[config.mk]
export PLATFORM = sky130hd
export DESIGN_NAME = mx_decode_top
export DESIGN_NICKNAME = d
export VERILOG_FILES = /design/src/hdl/mx_pkg.sv /design/src/hdl/mx_slot_if.sv /design/src/hdl/mx_slot_buffer.sv /design/src/hdl/mx_arbiter.sv /design/src/hdl/mx_fp8_to_fp16.sv /design/src/hdl/mx_decoder.sv /design/src/hdl/mx_decode_top.sv
export SDC_FILE = /design/constraint.sdc
export NUM_CORES = 2
export LEC_CHECK = 0
export ABC_AREA = 1
export BUFFER_PORTS_ARGS = -buffer_cell sky130_fd_sc_hd__buf_2
export CAP_MARGIN = 0
export CORE_ASPECT_RATIO = 1.25
export CORE_MARGIN = 5
export CORE_UTILIZATION = 25
export CTS_CLUSTER_DIAMETER = 30
export DETAILED_ROUTE_END_ITERATION = 6
export SYNTH_ARGS = -nofsm -noshare
export SYNTH_HDL_FRONTEND = slang
export SYNTH_SLANG_ARGS = --single-unit
[constraint.sdc]
create_clock -name clk_i -period 16.56 [get_ports clk_i]
set_clock_uncertainty 0.15 [all_clocks]
set_input_delay 0 -clock clk_i [delete_from_list [all_inputs] [get_ports clk_i]]
set_output_delay 0 -clock clk_i [all_outputs]
set_load 0.05 [all_outputs]
[src/hdl/mx_pkg.sv]
// MX decode package with format constants, vector typedefs and the arbiter state enum
package mx_pkg;

  // Beat and element geometry
  localparam int MX_DATA_W  = 256;
  localparam int MX_ELEM_W  = 8;
  localparam int NUM_LANES  = 8;
  localparam int NUM_GROUPS = 4;
  localparam int FP16_W     = 16;

  // Exponent biases of the three formats involved
  localparam int E4M3_BIAS  = 7;
  localparam int FP16_BIAS  = 15;
  localparam int SCALE_BIAS = 127;

  // FP16 special encodings
  localparam logic [FP16_W-1:0] FP16_QNAN = 16'h7E00;
  localparam logic [FP16_W-1:0] FP16_MAXF = 16'h7BFF;

  // 32 packed E4M3 elements, element 0 in the low byte
  typedef logic [MX_DATA_W-1:0] fp8_beat_t;

  // One shared exponent
  typedef logic [7:0] shared_exp_t;

  // One shared exponent per group, group 0 in the low byte
  typedef logic [NUM_GROUPS*$bits(shared_exp_t)-1:0] exp_vec_t;

  // Eight FP16 lanes, lane 0 in the low half-word
  typedef logic [NUM_LANES*FP16_W-1:0] fp16_group_t;

  // Group index within one beat
  typedef logic [$clog2(NUM_GROUPS)-1:0] grp_idx_t;

  // Decoder ownership
  typedef enum logic [1:0] {
    ARB_IDLE = 2'd0,
    ARB_X    = 2'd1,
    ARB_W    = 2'd2
  } arb_state_e;

endpackage : mx_pkg

[src/hdl/mx_slot_if.sv]
// Paired slot interface between a slot buffer and the arbiter
`timescale 1ns/1ps

interface mx_slot_if;

  // Heads of the value and exponent FIFOs and their joint valid
  logic                valid;
  mx_pkg::fp8_beat_t   beat;
  mx_pkg::exp_vec_t    exps;

  // One-cycle pop of both heads
  logic                release_pulse;

  modport provider (
    output valid,
    output beat,
    output exps,
    input  release_pulse
  );

  modport user (
    input  valid,
    input  beat,
    input  exps,
    output release_pulse
  );

endinterface : mx_slot_if

[src/hdl/mx_slot_buffer.sv]
// Slot buffer with separate value and exponent FIFOs presenting one paired slot
`timescale 1ns/1ps

module mx_slot_buffer #(
  parameter int unsigned SLOT_DEPTH = 2
) (
  input  logic              clk_i,
  input  logic              rst_n_i,
  input  logic              val_valid_i,
  output logic              val_ready_o,
  input  mx_pkg::fp8_beat_t val_data_i,
  input  logic              exp_valid_i,
  output logic              exp_ready_o,
  input  mx_pkg::exp_vec_t  exp_data_i,
  mx_slot_if.provider       slot
);

  localparam int unsigned PTR_W = $clog2(SLOT_DEPTH);
  localparam int unsigned CNT_W = $clog2(SLOT_DEPTH + 1);

  typedef logic [PTR_W-1:0] ptr_t;
  typedef logic [CNT_W-1:0] cnt_t;

  mx_pkg::fp8_beat_t val_mem [SLOT_DEPTH];
  mx_pkg::exp_vec_t  exp_mem [SLOT_DEPTH];

  ptr_t val_wr_q;
  ptr_t val_rd_q;
  ptr_t exp_wr_q;
  ptr_t exp_rd_q;
  cnt_t val_cnt_q;
  cnt_t exp_cnt_q;

  logic val_push;
  logic exp_push;
  logic pop;

  // Circular pointer advance, depth need not be a power of two
  function automatic ptr_t ptr_next(input ptr_t ptr);
    return (ptr == ptr_t'(SLOT_DEPTH - 1)) ? '0 : ptr + 1'b1;
  endfunction

  assign val_ready_o = (val_cnt_q != cnt_t'(SLOT_DEPTH));
  assign exp_ready_o = (exp_cnt_q != cnt_t'(SLOT_DEPTH));

  assign val_push = val_valid_i && val_ready_o;
  assign exp_push = exp_valid_i && exp_ready_o;

  // Both heads leave together
  assign pop = slot.release_pulse;

  assign slot.valid = (val_cnt_q != '0) && (exp_cnt_q != '0);
  assign slot.beat  = val_mem[val_rd_q];
  assign slot.exps  = exp_mem[exp_rd_q];

  always_ff @(posedge clk_i) begin
    if (val_push) begin
      val_mem[val_wr_q] <= val_data_i;
    end
    if (exp_push) begin
      exp_mem[exp_wr_q] <= exp_data_i;
    end
  end

  always_ff @(posedge clk_i) begin
    if (!rst_n_i) begin
      val_wr_q  <= '0;
      val_rd_q  <= '0;
      exp_wr_q  <= '0;
      exp_rd_q  <= '0;
      val_cnt_q <= '0;
      exp_cnt_q <= '0;
    end else begin
      if (val_push) begin
        val_wr_q <= ptr_next(val_wr_q);
      end
      if (exp_push) begin
        exp_wr_q <= ptr_next(exp_wr_q);
      end
      if (pop) begin
        val_rd_q <= ptr_next(val_rd_q);
        exp_rd_q <= ptr_next(exp_rd_q);
      end
      val_cnt_q <= val_cnt_q + cnt_t'(val_push) - cnt_t'(pop);
      exp_cnt_q <= exp_cnt_q + cnt_t'(exp_push) - cnt_t'(pop);
    end
  end

endmodule : mx_slot_buffer

[src/hdl/mx_arbiter.sv]
// Arbiter FSM granting the shared decoder to X or W and routing its output groups
`timescale 1ns/1ps

module mx_arbiter (
  input  logic                clk_i,
  input  logic                rst_n_i,
  mx_slot_if.user             x_slot,
  mx_slot_if.user             w_slot,
  // Beat request towards the decoder
  output logic                beat_valid_o,
  input  logic                beat_ready_i,
  output mx_pkg::fp8_beat_t   beat_data_o,
  output mx_pkg::exp_vec_t    beat_exps_o,
  output logic                vector_mode_o,
  // Groups coming back from the decoder
  input  logic                grp_valid_i,
  output logic                grp_ready_o,
  input  mx_pkg::fp16_group_t grp_data_i,
  input  logic                beat_done_i,
  // Routed output streams
  output logic                x_fp16_valid_o,
  input  logic                x_fp16_ready_i,
  output mx_pkg::fp16_group_t x_fp16_data_o,
  output logic                w_fp16_valid_o,
  input  logic                w_fp16_ready_i,
  output mx_pkg::fp16_group_t w_fp16_data_o
);

  mx_pkg::arb_state_e state_q;
  mx_pkg::arb_state_e state_d;

  // Set when W should win the next tie
  logic prefer_w_q;
  // Beat of the current grant already handed to the decoder
  logic issued_q;

  logic grant_x;
  logic grant_w;

  assign grant_x = (state_q == mx_pkg::ARB_X);
  assign grant_w = (state_q == mx_pkg::ARB_W);

  always_comb begin
    state_d = state_q;
    case (state_q)
      mx_pkg::ARB_IDLE: begin
        if (x_slot.valid && (!w_slot.valid || !prefer_w_q)) begin
          state_d = mx_pkg::ARB_X;
        end else if (w_slot.valid) begin
          state_d = mx_pkg::ARB_W;
        end
      end
      mx_pkg::ARB_X,
      mx_pkg::ARB_W: begin
        if (beat_done_i) begin
          state_d = mx_pkg::ARB_IDLE;
        end
      end
      default: state_d = mx_pkg::ARB_IDLE;
    endcase
  end

  always_ff @(posedge clk_i) begin
    if (!rst_n_i) begin
      state_q    <= mx_pkg::ARB_IDLE;
      prefer_w_q <= 1'b0;
      issued_q   <= 1'b0;
    end else begin
      state_q <= state_d;
      // Flip priority towards the stream that was not just granted
      if (state_q == mx_pkg::ARB_IDLE && state_d == mx_pkg::ARB_X) begin
        prefer_w_q <= 1'b1;
      end else if (state_q == mx_pkg::ARB_IDLE && state_d == mx_pkg::ARB_W) begin
        prefer_w_q <= 1'b0;
      end
      if (beat_done_i) begin
        issued_q <= 1'b0;
      end else if (beat_valid_o && beat_ready_i) begin
        issued_q <= 1'b1;
      end
    end
  end

  // One request per grant
  assign beat_valid_o  = !issued_q && ((grant_x && x_slot.valid) || (grant_w && w_slot.valid));
  assign beat_data_o   = grant_w ? w_slot.beat : x_slot.beat;
  assign beat_exps_o   = grant_w ? w_slot.exps : x_slot.exps;
  assign vector_mode_o = grant_w;

  // Output routing follows the grant
  assign x_fp16_valid_o = grant_x && grp_valid_i;
  assign w_fp16_valid_o = grant_w && grp_valid_i;
  assign x_fp16_data_o  = grp_data_i;
  assign w_fp16_data_o  = grp_data_i;

  always_comb begin
    grp_ready_o = 1'b0;
    if (grant_x) begin
      grp_ready_o = x_fp16_ready_i;
    end else if (grant_w) begin
      grp_ready_o = w_fp16_ready_i;
    end
  end

  // Slot is popped as its last group leaves
  assign x_slot.release_pulse = grant_x && beat_done_i;
  assign w_slot.release_pulse = grant_w && beat_done_i;

endmodule : mx_arbiter

[src/hdl/mx_fp8_to_fp16.sv]
// Combinational E4M3 to FP16 conversion of eight lanes with one shared exponent
`timescale 1ns/1ps

module mx_fp8_to_fp16 (
  input  logic [mx_pkg::NUM_LANES*mx_pkg::MX_ELEM_W-1:0] elems_i,
  input  mx_pkg::shared_exp_t                            scale_i,
  output mx_pkg::fp16_group_t                            lanes_o
);

  localparam int EW = mx_pkg::MX_ELEM_W;
  localparam int HW = mx_pkg::FP16_W;

  logic scale_nan;

  // All-ones shared exponent marks the whole block as NaN
  assign scale_nan = (scale_i == 8'hFF);

  for (genvar i = 0; i < mx_pkg::NUM_LANES; i++) begin : g_lane
    logic [EW-1:0] elem;
    logic          sgn;
    logic [3:0]    e_exp;
    logic [2:0]    e_man;
    int            h_exp;
    logic [HW-1:0] lane;

    assign elem  = elems_i[i*EW +: EW];
    assign sgn   = elem[7];
    assign e_exp = elem[6:3];
    assign e_man = elem[2:0];

    // Rebias element and shared exponent into FP16
    assign h_exp = int'(e_exp) - mx_pkg::E4M3_BIAS
                 + (int'(scale_i) - mx_pkg::SCALE_BIAS) + mx_pkg::FP16_BIAS;

    always_comb begin
      if (scale_nan || (elem[6:0] == 7'h7F)) begin
        lane = mx_pkg::FP16_QNAN;
      end else if (e_exp == 4'd0) begin
        // Zero and subnormals flush to signed zero
        lane = {sgn, {(HW-1){1'b0}}};
      end else if (h_exp >= 31) begin
        lane = {sgn, mx_pkg::FP16_MAXF[HW-2:0]};
      end else if (h_exp <= 0) begin
        lane = {sgn, {(HW-1){1'b0}}};
      end else begin
        lane = {sgn, h_exp[4:0], e_man, 7'b0};
      end
    end

    assign lanes_o[i*HW +: HW] = lane;
  end

endmodule : mx_fp8_to_fp16

[src/hdl/mx_decoder.sv]
// Shared MX decoder stepping one beat through four registered FP16 lane groups
`timescale 1ns/1ps

module mx_decoder (
  input  logic                clk_i,
  input  logic                rst_n_i,
  input  logic                beat_valid_i,
  output logic                beat_ready_o,
  input  mx_pkg::fp8_beat_t   beat_data_i,
  input  mx_pkg::exp_vec_t    beat_exps_i,
  input  logic                vector_mode_i,
  output logic                grp_valid_o,
  input  logic                grp_ready_i,
  output mx_pkg::fp16_group_t grp_data_o,
  output logic                beat_done_o
);

  localparam int GRP_ELEM_W = mx_pkg::NUM_LANES * mx_pkg::MX_ELEM_W;
  localparam int SCALE_W    = $bits(mx_pkg::shared_exp_t);

  // Captured beat
  mx_pkg::fp8_beat_t   beat_q;
  mx_pkg::exp_vec_t    exps_q;
  logic                vec_q;

  // Group currently held in the output register
  mx_pkg::grp_idx_t    grp_idx_q;
  logic                busy_q;
  mx_pkg::fp16_group_t grp_data_q;

  logic                beat_take;
  logic                grp_take;
  logic                last_grp;

  // Converter input selection
  mx_pkg::fp8_beat_t   sel_beat;
  mx_pkg::exp_vec_t    sel_exps;
  logic                sel_vec;
  mx_pkg::grp_idx_t    sel_idx;
  logic [GRP_ELEM_W-1:0] sel_elems;
  mx_pkg::shared_exp_t sel_scale;
  mx_pkg::fp16_group_t conv_lanes;

  assign beat_ready_o = !busy_q;
  assign beat_take    = beat_valid_i && beat_ready_o;
  assign grp_take     = busy_q && grp_ready_i;
  assign last_grp     = (grp_idx_q == mx_pkg::grp_idx_t'(mx_pkg::NUM_GROUPS - 1));

  assign grp_valid_o = busy_q;
  assign grp_data_o  = grp_data_q;
  assign beat_done_o = grp_take && last_grp;

  // Group 0 comes straight from the request, later groups from the captured beat
  assign sel_beat = busy_q ? beat_q : beat_data_i;
  assign sel_exps = busy_q ? exps_q : beat_exps_i;
  assign sel_vec  = busy_q ? vec_q : vector_mode_i;
  assign sel_idx  = busy_q ? grp_idx_q + 1'b1 : '0;

  assign sel_elems = sel_beat[int'(sel_idx)*GRP_ELEM_W +: GRP_ELEM_W];
  assign sel_scale = sel_vec ? sel_exps[int'(sel_idx)*SCALE_W +: SCALE_W]
                             : sel_exps[SCALE_W-1:0];

  mx_fp8_to_fp16 u_conv (
    .elems_i ( sel_elems  ),
    .scale_i ( sel_scale  ),
    .lanes_o ( conv_lanes )
  );

  always_ff @(posedge clk_i) begin
    if (beat_take) begin
      beat_q <= beat_data_i;
      exps_q <= beat_exps_i;
      vec_q  <= vector_mode_i;
    end
    if (beat_take || (grp_take && !last_grp)) begin
      grp_data_q <= conv_lanes;
    end
  end

  always_ff @(posedge clk_i) begin
    if (!rst_n_i) begin
      busy_q    <= 1'b0;
      grp_idx_q <= '0;
    end else begin
      if (beat_take) begin
        busy_q    <= 1'b1;
        grp_idx_q <= '0;
      end else if (grp_take) begin
        if (last_grp) begin
          busy_q <= 1'b0;
        end else begin
          grp_idx_q <= grp_idx_q + 1'b1;
        end
      end
    end
  end

endmodule : mx_decoder

[src/hdl/mx_decode_top.sv]
// MX input decoder top level with X and W slot buffers, arbiter and shared decoder
`timescale 1ns/1ps

module mx_decode_top #(
  parameter int unsigned SLOT_DEPTH = 2
) (
  input  logic                clk_i,
  input  logic                rst_n_i,
  // X operand stream, scalar exponent
  input  logic                x_val_valid_i,
  output logic                x_val_ready_o,
  input  mx_pkg::fp8_beat_t   x_val_data_i,
  input  logic                x_exp_valid_i,
  output logic                x_exp_ready_o,
  input  mx_pkg::shared_exp_t x_exp_data_i,
  // W operand stream, exponent vector
  input  logic                w_val_valid_i,
  output logic                w_val_ready_o,
  input  mx_pkg::fp8_beat_t   w_val_data_i,
  input  logic                w_exp_valid_i,
  output logic                w_exp_ready_o,
  input  mx_pkg::exp_vec_t    w_exp_data_i,
  // Decoded FP16 groups
  output logic                x_fp16_valid_o,
  input  logic                x_fp16_ready_i,
  output mx_pkg::fp16_group_t x_fp16_data_o,
  output logic                w_fp16_valid_o,
  input  logic                w_fp16_ready_i,
  output mx_pkg::fp16_group_t w_fp16_data_o
);

  mx_slot_if x_slot ();
  mx_slot_if w_slot ();

  mx_pkg::exp_vec_t    x_exp_ext;

  logic                beat_valid;
  logic                beat_ready;
  mx_pkg::fp8_beat_t   beat_data;
  mx_pkg::exp_vec_t    beat_exps;
  logic                vector_mode;
  logic                grp_valid;
  logic                grp_ready;
  mx_pkg::fp16_group_t grp_data;
  logic                beat_done;

  // Scalar exponent sits in byte 0 of the vector
  assign x_exp_ext = mx_pkg::exp_vec_t'(x_exp_data_i);

  mx_slot_buffer #(
    .SLOT_DEPTH ( SLOT_DEPTH )
  ) u_x_slot (
    .clk_i       ( clk_i         ),
    .rst_n_i     ( rst_n_i       ),
    .val_valid_i ( x_val_valid_i ),
    .val_ready_o ( x_val_ready_o ),
    .val_data_i  ( x_val_data_i  ),
    .exp_valid_i ( x_exp_valid_i ),
    .exp_ready_o ( x_exp_ready_o ),
    .exp_data_i  ( x_exp_ext     ),
    .slot        ( x_slot        )
  );

  mx_slot_buffer #(
    .SLOT_DEPTH ( SLOT_DEPTH )
  ) u_w_slot (
    .clk_i       ( clk_i         ),
    .rst_n_i     ( rst_n_i       ),
    .val_valid_i ( w_val_valid_i ),
    .val_ready_o ( w_val_ready_o ),
    .val_data_i  ( w_val_data_i  ),
    .exp_valid_i ( w_exp_valid_i ),
    .exp_ready_o ( w_exp_ready_o ),
    .exp_data_i  ( w_exp_data_i  ),
    .slot        ( w_slot        )
  );

  mx_arbiter u_arbiter (
    .clk_i          ( clk_i          ),
    .rst_n_i        ( rst_n_i        ),
    .x_slot         ( x_slot         ),
    .w_slot         ( w_slot         ),
    .beat_valid_o   ( beat_valid     ),
    .beat_ready_i   ( beat_ready     ),
    .beat_data_o    ( beat_data      ),
    .beat_exps_o    ( beat_exps      ),
    .vector_mode_o  ( vector_mode    ),
    .grp_valid_i    ( grp_valid      ),
    .grp_ready_o    ( grp_ready      ),
    .grp_data_i     ( grp_data       ),
    .beat_done_i    ( beat_done      ),
    .x_fp16_valid_o ( x_fp16_valid_o ),
    .x_fp16_ready_i ( x_fp16_ready_i ),
    .x_fp16_data_o  ( x_fp16_data_o  ),
    .w_fp16_valid_o ( w_fp16_valid_o ),
    .w_fp16_ready_i ( w_fp16_ready_i ),
    .w_fp16_data_o  ( w_fp16_data_o  )
  );

  mx_decoder u_decoder (
    .clk_i         ( clk_i       ),
    .rst_n_i       ( rst_n_i     ),
    .beat_valid_i  ( beat_valid  ),
    .beat_ready_o  ( beat_ready  ),
    .beat_data_i   ( beat_data   ),
    .beat_exps_i   ( beat_exps   ),
    .vector_mode_i ( vector_mode ),
    .grp_valid_o   ( grp_valid   ),
    .grp_ready_i   ( grp_ready   ),
    .grp_data_o    ( grp_data    ),
    .beat_done_o   ( beat_done   )
  );

endmodule : mx_decode_top

### After elaboration in Yosys (flattened, before gate mapping)

Memories as Yosys holds them, arrays and structs flattened. A register that Yosys moved wholly into a read port is not among the register bits.
Cells that the tools add are included.

| operators by class | value |
|---|---|
| eq/ne operators | 18 |
| shift operators | 2 |
| bitwise logic cells | 2 |
| reduce and logical (&&, ||, !) cells | 65 |
| $lt $le $gt $ge | 16 |
| $add $sub $neg | 42 |
| multiplexer cells | 66 |

Operators by type and width:

| kind | count |
|---|---|
| two-way mux 256 bit | 2 |
| two-way mux 15 bit | 24 |
| variable part select 256 x 9 -> 64 bit | 1 |
| adder 32 x 5 -> 32 bit (second input constant) | 7 |
| >= comparator 32 x 6 -> 1 bit (second input constant) | 7 |
| less-or-equal comparator 32 x 1 -> 1 bit (second input constant) | 7 |
| adder 5 x 9 -> 10 bit | 8 |
| two-way mux 32 bit | 2 |
| equality test 7 bit (second input constant) | 8 |
| subtractor 4 x 3 -> 5 bit (second input constant) | 8 |
| logical NOT 4 bit | 8 |
| two-way mux 1 bit | 32 |
| variable part select 32 x 6 -> 8 bit | 1 |
| OR reduction 2 bit | 11 |
| logical AND 1 bit | 20 |
| nonzero test 2 bit | 7 |
| adder 10 x 5 -> 11 bit (second input constant) | 1 |
| >= comparator 11 x 6 -> 1 bit (second input constant) | 1 |
| less-or-equal comparator 11 x 1 -> 1 bit (second input constant) | 1 |
| logical OR 1 bit | 11 |
| subtractor 8 x 7 -> 9 bit (second input constant) | 1 |
| adder 1 bit (second input constant) | 8 |
| adder 2 x 1 -> 2 bit | 4 |
| equality test 8 bit (second input constant) | 1 |
| other kinds (12) | 30 |

| storage, ports and cells | value |
|---|---|
| output and inout bits | 262 |
| input bits | 560 |
| memories kept | 4 |
| bits in registers | 440 |
| memory bits (writable) | 1104 |

Memories:

| name | depth | width | rd ports | clocked after Yosys merged registers in | wr ports | RTL line | text |
|---|---|---|---|---|---|---|---|
| u_w_slot.val_mem | 2 | 256 | 1 | 1 | 1 | mx_slot_buffer.sv:24 | `mx_pkg::fp8_beat_t val_mem [SLOT_DEPTH];` |
| u_x_slot.val_mem | 2 | 256 | 1 | 1 | 1 | mx_slot_buffer.sv:24 |  |
| u_w_slot.exp_mem | 2 | 32 | 1 | 1 | 1 | mx_slot_buffer.sv:25 | `mx_pkg::exp_vec_t exp_mem [SLOT_DEPTH];` |
| u_x_slot.exp_mem | 2 | 8 | 1 | 1 | 1 | mx_slot_buffer.sv:25 |  |

### Longest topological paths before layout

| depth | value |
|---|---|
| word-level depth | 12 |
| depth in mapped cells | 43 |
| depth with buffers taken out | 39 |

### Cells and area by module

A second synthesis with hierarchy kept.

| unflattened totals | value |
|---|---|
| cells, all modules | 6187 |
| area total of the unflattened synthesis | 74575.3 um^2 |

Modules (own cells, without submodules):

| module | sequential area each (um^2) | area an instance (um^2) | instances | cells each |
|---|---|---|---|---|
| mx_slot_buffer | 17496.8 | 21331.7 | 2 | 962 |
| mx_decoder | 12582.1 | 16289.4 | 1 | 1312 |
| mx_fp8_to_fp16 | 0.0 | 9606.7 | 1 | 1704 |
| mx_arbiter | 80.1 | 6012.0 | 1 | 1246 |
| mx_decode_top | 0.0 | 3.8 | 1 | 1 |

### Worst setup path after synthesis

Ideal clock, no wire load.

| path | value |
|---|---|
| path kind | flip-flop to flip-flop |
| start point | register u_x_slot.val_cnt_q[0] |
| end point | memory u_x_slot.val_mem[1][0] (netlist name) (enable) |
| path buffers | 0 |
| path slack | 4003 ps |
| stages on the path, launching flop included | 5 |
| arrival | 11527 ps |
| cells stage by stage | dfxtp_1 inv_1 nand2_1 nand2_1 nor2_1 |

| on the way | value |
|---|---|
| cells in the longest elaborated chain, start to end | 4 |

RTL lines:

| item | RTL line | text |
|---|---|---|
| start: declaration | mx_slot_buffer.sv:31 | `cnt_t val_cnt_q;` |
| start signal: assignment | mx_slot_buffer.sv:84 | `val_cnt_q <= val_cnt_q + cnt_t'(val_push) - cnt_t'(pop);` |
| inequality test 2 bit | mx_slot_buffer.sv:43 | `assign val_ready_o = (val_cnt_q != cnt_t'(SLOT_DEPTH));` |
| net x_val_ready_o | mx_decode_top.sv:11 | `output logic x_val_ready_o,` |
| logical AND 1 bit | mx_slot_buffer.sv:46 | `assign val_push = val_valid_i && val_ready_o;` |
| two-way mux 1 bit | mx_slot_buffer.sv:57 | `if (val_push) begin` |
| two-way mux 1 bit (not written as such) | mx_slot_buffer.sv:58 | `val_mem[val_wr_q] <= val_data_i;` |
| end: declaration | mx_slot_buffer.sv:24 |  |

The timed path passes the listed nets, and every way through them passes these cells.

### Worst setup path after layout

| path | value |
|---|---|
| start point | register u_decoder.grp_idx_q[0] |
| end point | register u_decoder.grp_data_q[62], in the netlist u_decoder.grp_data_o[62] (data pin) |

| on the way | value |
|---|---|
| cells in the longest elaborated chain, start to end | 11 |
| elaborated cells on any way between the ends | 18 |
| classes of those cells | add/sub: 5; order compare: 2; eq/ne: 2; shift: 2; mux: 5; reduce/logical: 2 |

RTL lines:

| item | RTL line | text |
|---|---|---|
| start: declaration | mx_decoder.sv:27 | `mx_pkg::grp_idx_t grp_idx_q;` |
| start signal: assignment | mx_decoder.sv:92 | `grp_idx_q <= grp_idx_q + 1'b1;` |
| adder 2 x 1 -> 2 bit * | mx_decoder.sv:57 | `assign sel_idx = busy_q ? grp_idx_q + 1'b1 : '0;` |
| two-way mux 2 bit * | mx_decoder.sv:57 |  |
| variable part select 32 x 6 -> 8 bit | mx_decoder.sv:60 | `assign sel_scale = sel_vec ? sel_exps[int'(sel_idx)*SCALE_W +: SCALE_W]` |
| two-way mux 8 bit | mx_decoder.sv:60 |  |
| subtractor 8 x 7 -> 9 bit | mx_fp8_to_fp16.sv:33 | `+ (int'(scale_i) - mx_pkg::SCALE_BIAS) + mx_pkg::FP16_BIAS;` |
| adder 5 x 9 -> 10 bit | mx_fp8_to_fp16.sv:33 |  |
| adder 32 x 5 -> 32 bit | mx_fp8_to_fp16.sv:33 |  |
| less-or-equal comparator 32 x 1 -> 1 bit | mx_fp8_to_fp16.sv:43 | `end else if (h_exp <= 0) begin` |
| two-way mux 15 bit | mx_fp8_to_fp16.sv:43 |  |
| two-way mux 15 bit | mx_fp8_to_fp16.sv:41 | `end else if (h_exp >= 31) begin` |
| two-way mux 15 bit | mx_fp8_to_fp16.sv:38 | `end else if (e_exp == 4'd0) begin` |
| end signal: assignment | mx_decoder.sv:76 | `grp_data_q <= conv_lanes;` |
| end: declaration | mx_decoder.sv:29 | `mx_pkg::fp16_group_t grp_data_q;` |

Mark *: on every way between the ends. The rest lies on a longest branch, timed or not.
A chain may end at the register's enable or synchronous reset.

==> impl_metrics.tcl <==
set metrics [dict create \
    numCtsBuffers 293 \
    yosysWarnings 0 \
    synth-seq-area-share_pct 67.3 \
    grt_start_max_net_pins 115 \
    critPathBufInv 7 \
    cts_hold_buf 1116 \
    fin_area_um2 94400 \
    die_area_um2 277000 \
    fmax_mhz 128 \
    cpPeakStageDelay_ns 0.76 \
    muxShareOfSynthArea_pct 0 \
    drtPass1Iterations 6 \
    drt-total-wl_um 264000 \
    synth_simple_gate_area_share_pct 13.9 \
    switchingPower_uw 4070 \
    worst_pin_slew_ns 1.24 \
    clock-sinks 1500 \
    cts_buffer_depth 4 \
    nFillCells 25202 \
    nNetsFinal 8392 \
    multiInputGateArea_um2 17900 \
    die_h_um 587 \
    syn_to_final_growth_pct 41.9 \
    tns_ns 0 \
    grt_pass1_wl_um 371000 \
    cap_violations 0 \
    coreArea_um2 265000 \
    cts_htree_levels 5 \
    cts_root_buffer "clkbuf_16" \
    drtIter0Drc 4788 \
    power.leakage_uw 0.0366 \
    met2_usage_pct 31.0 \
    crit_family "simple AND/OR/NAND/NOR gates" \
    clock_latency_ns 0.83 \
    intPower_uw 9330 \
    cts_tree "done" \
    crit_path_end_kind "flip-flop" \
    maxSlewViolCount 0 \
    drc 0 \
    p_per_area_nw_per_um2 142 \
    run_status "completed" \
    synth-compound-area-share_pct 8.53 \
    port_buffers 821 \
    final_common_cell "edfxtp_1" \
    boundaryPins 822 \
    hold_class "in -> reg" \
    dp_hpwl_um 174000 \
    vdd_drop_max_mv 0.123 \
    via_per_inst 4.70 \
    ff_latch_area_um2 44800 \
    critical_path_peak_fanout 47 \
    synth_cells 5758 \
    clkTransAtPathRegs_ns 0.05 \
    top_usage_layer "met2" \
    synthXorXnorAreaFrac_pct 0.722 \
    clkPwrFrac_pct 43.9 \
    use_met1_pct 21.6 \
    cts_resized 0 \
    rsz0062_at_grt "false" \
    post-cts-setup-buffer-count 0 \
    grt_pass1_vias 54657 \
    startpoint "u_decoder.grp_idx_q[0]" \
    synth_top_family_by_area "simple AND/OR/NAND/NOR gates" \
    max_slew_margin_pct 16.3 \
    switching_share_pct 30.4 \
    syn_nets 6508 \
    min_from "x_val_valid_i" \
    period_minus_slack_ns 7.82 \
    finalCritPeriodShare_pct 47.2 \
    wl_per_cell_um 23.0 \
    slowest_stage "dfxtp_4" \
    power.total_uw 13400 \
    arrival_ns 8.23 \
    synth_seq_cells 1500 \
    ant_nets 0 \
    grt-ovfl-total 0 \
    setup-violations-final 0 \
    final_cell_mix "1473 x edfxtp_1, 1116 x dlygate4sd3_1, 1100 x nand2_1" \
    synthAdderAreaFrac_pct 3.66 \
    drive_gt1_share_pct 18.0 \
    globalRouteMet3Util_pct 3.07 \
    cpMostUsedCell "nand2_1" \
    antenna_found_initial 117 \
    initial_utilization_pct 25.1 \
    grt.total_usage_pct 18.1 \
    vias 54003 \
    required_ns 16.97 \
    p_seq_share_pct 34.1 \
    synth_cell_types 55 \
    die_w_um 471 \
    hold_viol 0 \
    start_kind "flip-flop" \
    r2r-start "u_decoder.grp_idx_q[0]" \
    comb_power_share_pct 22.0 \
    synth.cell_area_um2 66500 \
    fp-row-count 211 \
    place.gp.congestion 0.849 \
    place_area_um2 73200 \
    worst-setup-path-type "reg -> reg" \
    synth.avg_cell_area_um2 11.6 \
]
## worst reg2reg max path: cells and delay by family (launching register included)
kind / cells / cell delay [ns]
buffers and inverters: 7 / 1.34
AND/OR/NAND/NOR: 15 / 2.33
AO/OA/AOI/OAI: 3 / 0.80
flip-flops: 1 / 0.76
XOR/XNOR: 1 / 0.58
adder cells (fa/ha/maj): 4 / 1.60
## cell type report
cell class / count / share of cell area [%]
multi-input cells: 3485 / 19.0
well taps: 3514 / 4.66
clock buffers: 332 / 8.11
clock inverters: 193 / 2.23
repair buffers: 2006 / 16.8
diodes: 98 / 0.260
inverters: 356 / 1.46
flip-flops and latches: 1500 / 47.4
## synthesized netlist by cell type (all sizes together)
cell type | n | area (µm²)
a41oi | 1 | 8.76
dfxtp | 27 | 541
and3 | 12 | 75.1
a21o | 1 | 7.51
buf | 282 | 2060
nor3b | 8 | 60.1
nand4 | 81 | 507
a21oi | 99 | 499
or2 | 6 | 37.5
nor3 | 14 | 75.1
o211ai | 3 | 22.5
nor4 | 6 | 37.5
inv | 356 | 1340
o2bb2ai | 44 | 385
nand3b | 18 | 135
a22o | 1 | 8.76
a32oi | 1 | 8.76
o31ai | 9 | 67.6
fa | 8 | 160
o21bai | 4 | 30.0
o22a | 1 | 8.76
a221oi | 12 | 105
a31o | 1 | 8.76
a21boi | 2 | 15.0
o21ai | 587 | 2940
ha | 182 | 2280
o22ai | 230 | 1440
a32o | 1 | 10.0
edfxtp | 1473 | 44200
o41ai | 1 | 8.76
and2 | 6 | 40.0
xor2 | 35 | 314
nand2 | 1117 | 4240
a22oi | 10 | 75.1
clkbuf | 135 | 507
nor2 | 696 | 2680
nand3 | 266 | 1360
o21a | 3 | 22.5
xnor2 | 19 | 166
## state kept, by name, summed over array words and instances (netlist names), 2 cells and up, named ones only
| signal | flops |
|---|---|
| u_w_slot.val_mem | 512 |
| u_x_slot.val_mem | 512 |
| u_decoder.beat_q | 256 |
| u_decoder.grp_data_o | 80 |
| u_w_slot.exp_mem | 64 |
| u_decoder.exps_q | 32 |
| u_x_slot.exp_mem | 16 |
| u_arbiter.state_q | 2 |
| u_decoder.grp_idx_q | 2 |
| u_w_slot.exp_cnt_q | 2 |
| u_w_slot.val_cnt_q | 2 |
| u_x_slot.exp_cnt_q | 2 |
| u_x_slot.val_cnt_q | 2 |
## final timing paths
kind / endpoint / slack, ns / depth (start not counted)
worst max-delay path: u_decoder.grp_data_o[62] / 8.74 / 30
worst min-delay path: u_x_slot.val_wr_q / 0.17 / 6
worst max register to register: u_decoder.grp_data_o[62] / 8.74 / 30
worst min register to register: flip-flop / 0.31 / 2
## per-layer routing
metal | vias up | routed length (µm)
li1 | 24233 | -
met1 | 26132 | 102000
met2 | 2858 | 128000
met3 | 746 | 18000
met4 | 34 | 16300
met5 | - | 218
## logic make-up (layout without fill, tap and decap cells)
kind of cell / after synthesis / after routing
and+or+nand+nor: 2230 / 2230
DFF: 1500 / 1500
AOI/OAI and AO/OA: 1011 / 1011
buffers and inverters: 773 / 2887
adders and majority gates: 190 / 190
xor gates and xnor gates: 54 / 54
other: 0 / 98
## power groups by stage
stage,registers (µW),clock network (µW),logic [µW]
CTS,4560,5940,2940
finish,4560,5890,2950
floorplan,4700,0,1850
detailed placement,4630,0,2710
global route,4570,6160,3310
global placement,4620,0,2660
## per-stage QoR
step	hold WS, ns	utilization, %	worst slack [ns]	instances
6_report	0.171	35.7	8.74	11484
5_1_grt	0.171	35.7	8.00	11462
4_1_cts	0.0844	35.6	8.67	11386
3_5_place_dp	0.0415	27.7	8.68	9745
3_3_place_gp	0.0369	27.7	8.78	9745
2_1_floorplan	-0.0511	-	4.00	5758
Power figures use the tool's default switching activity.
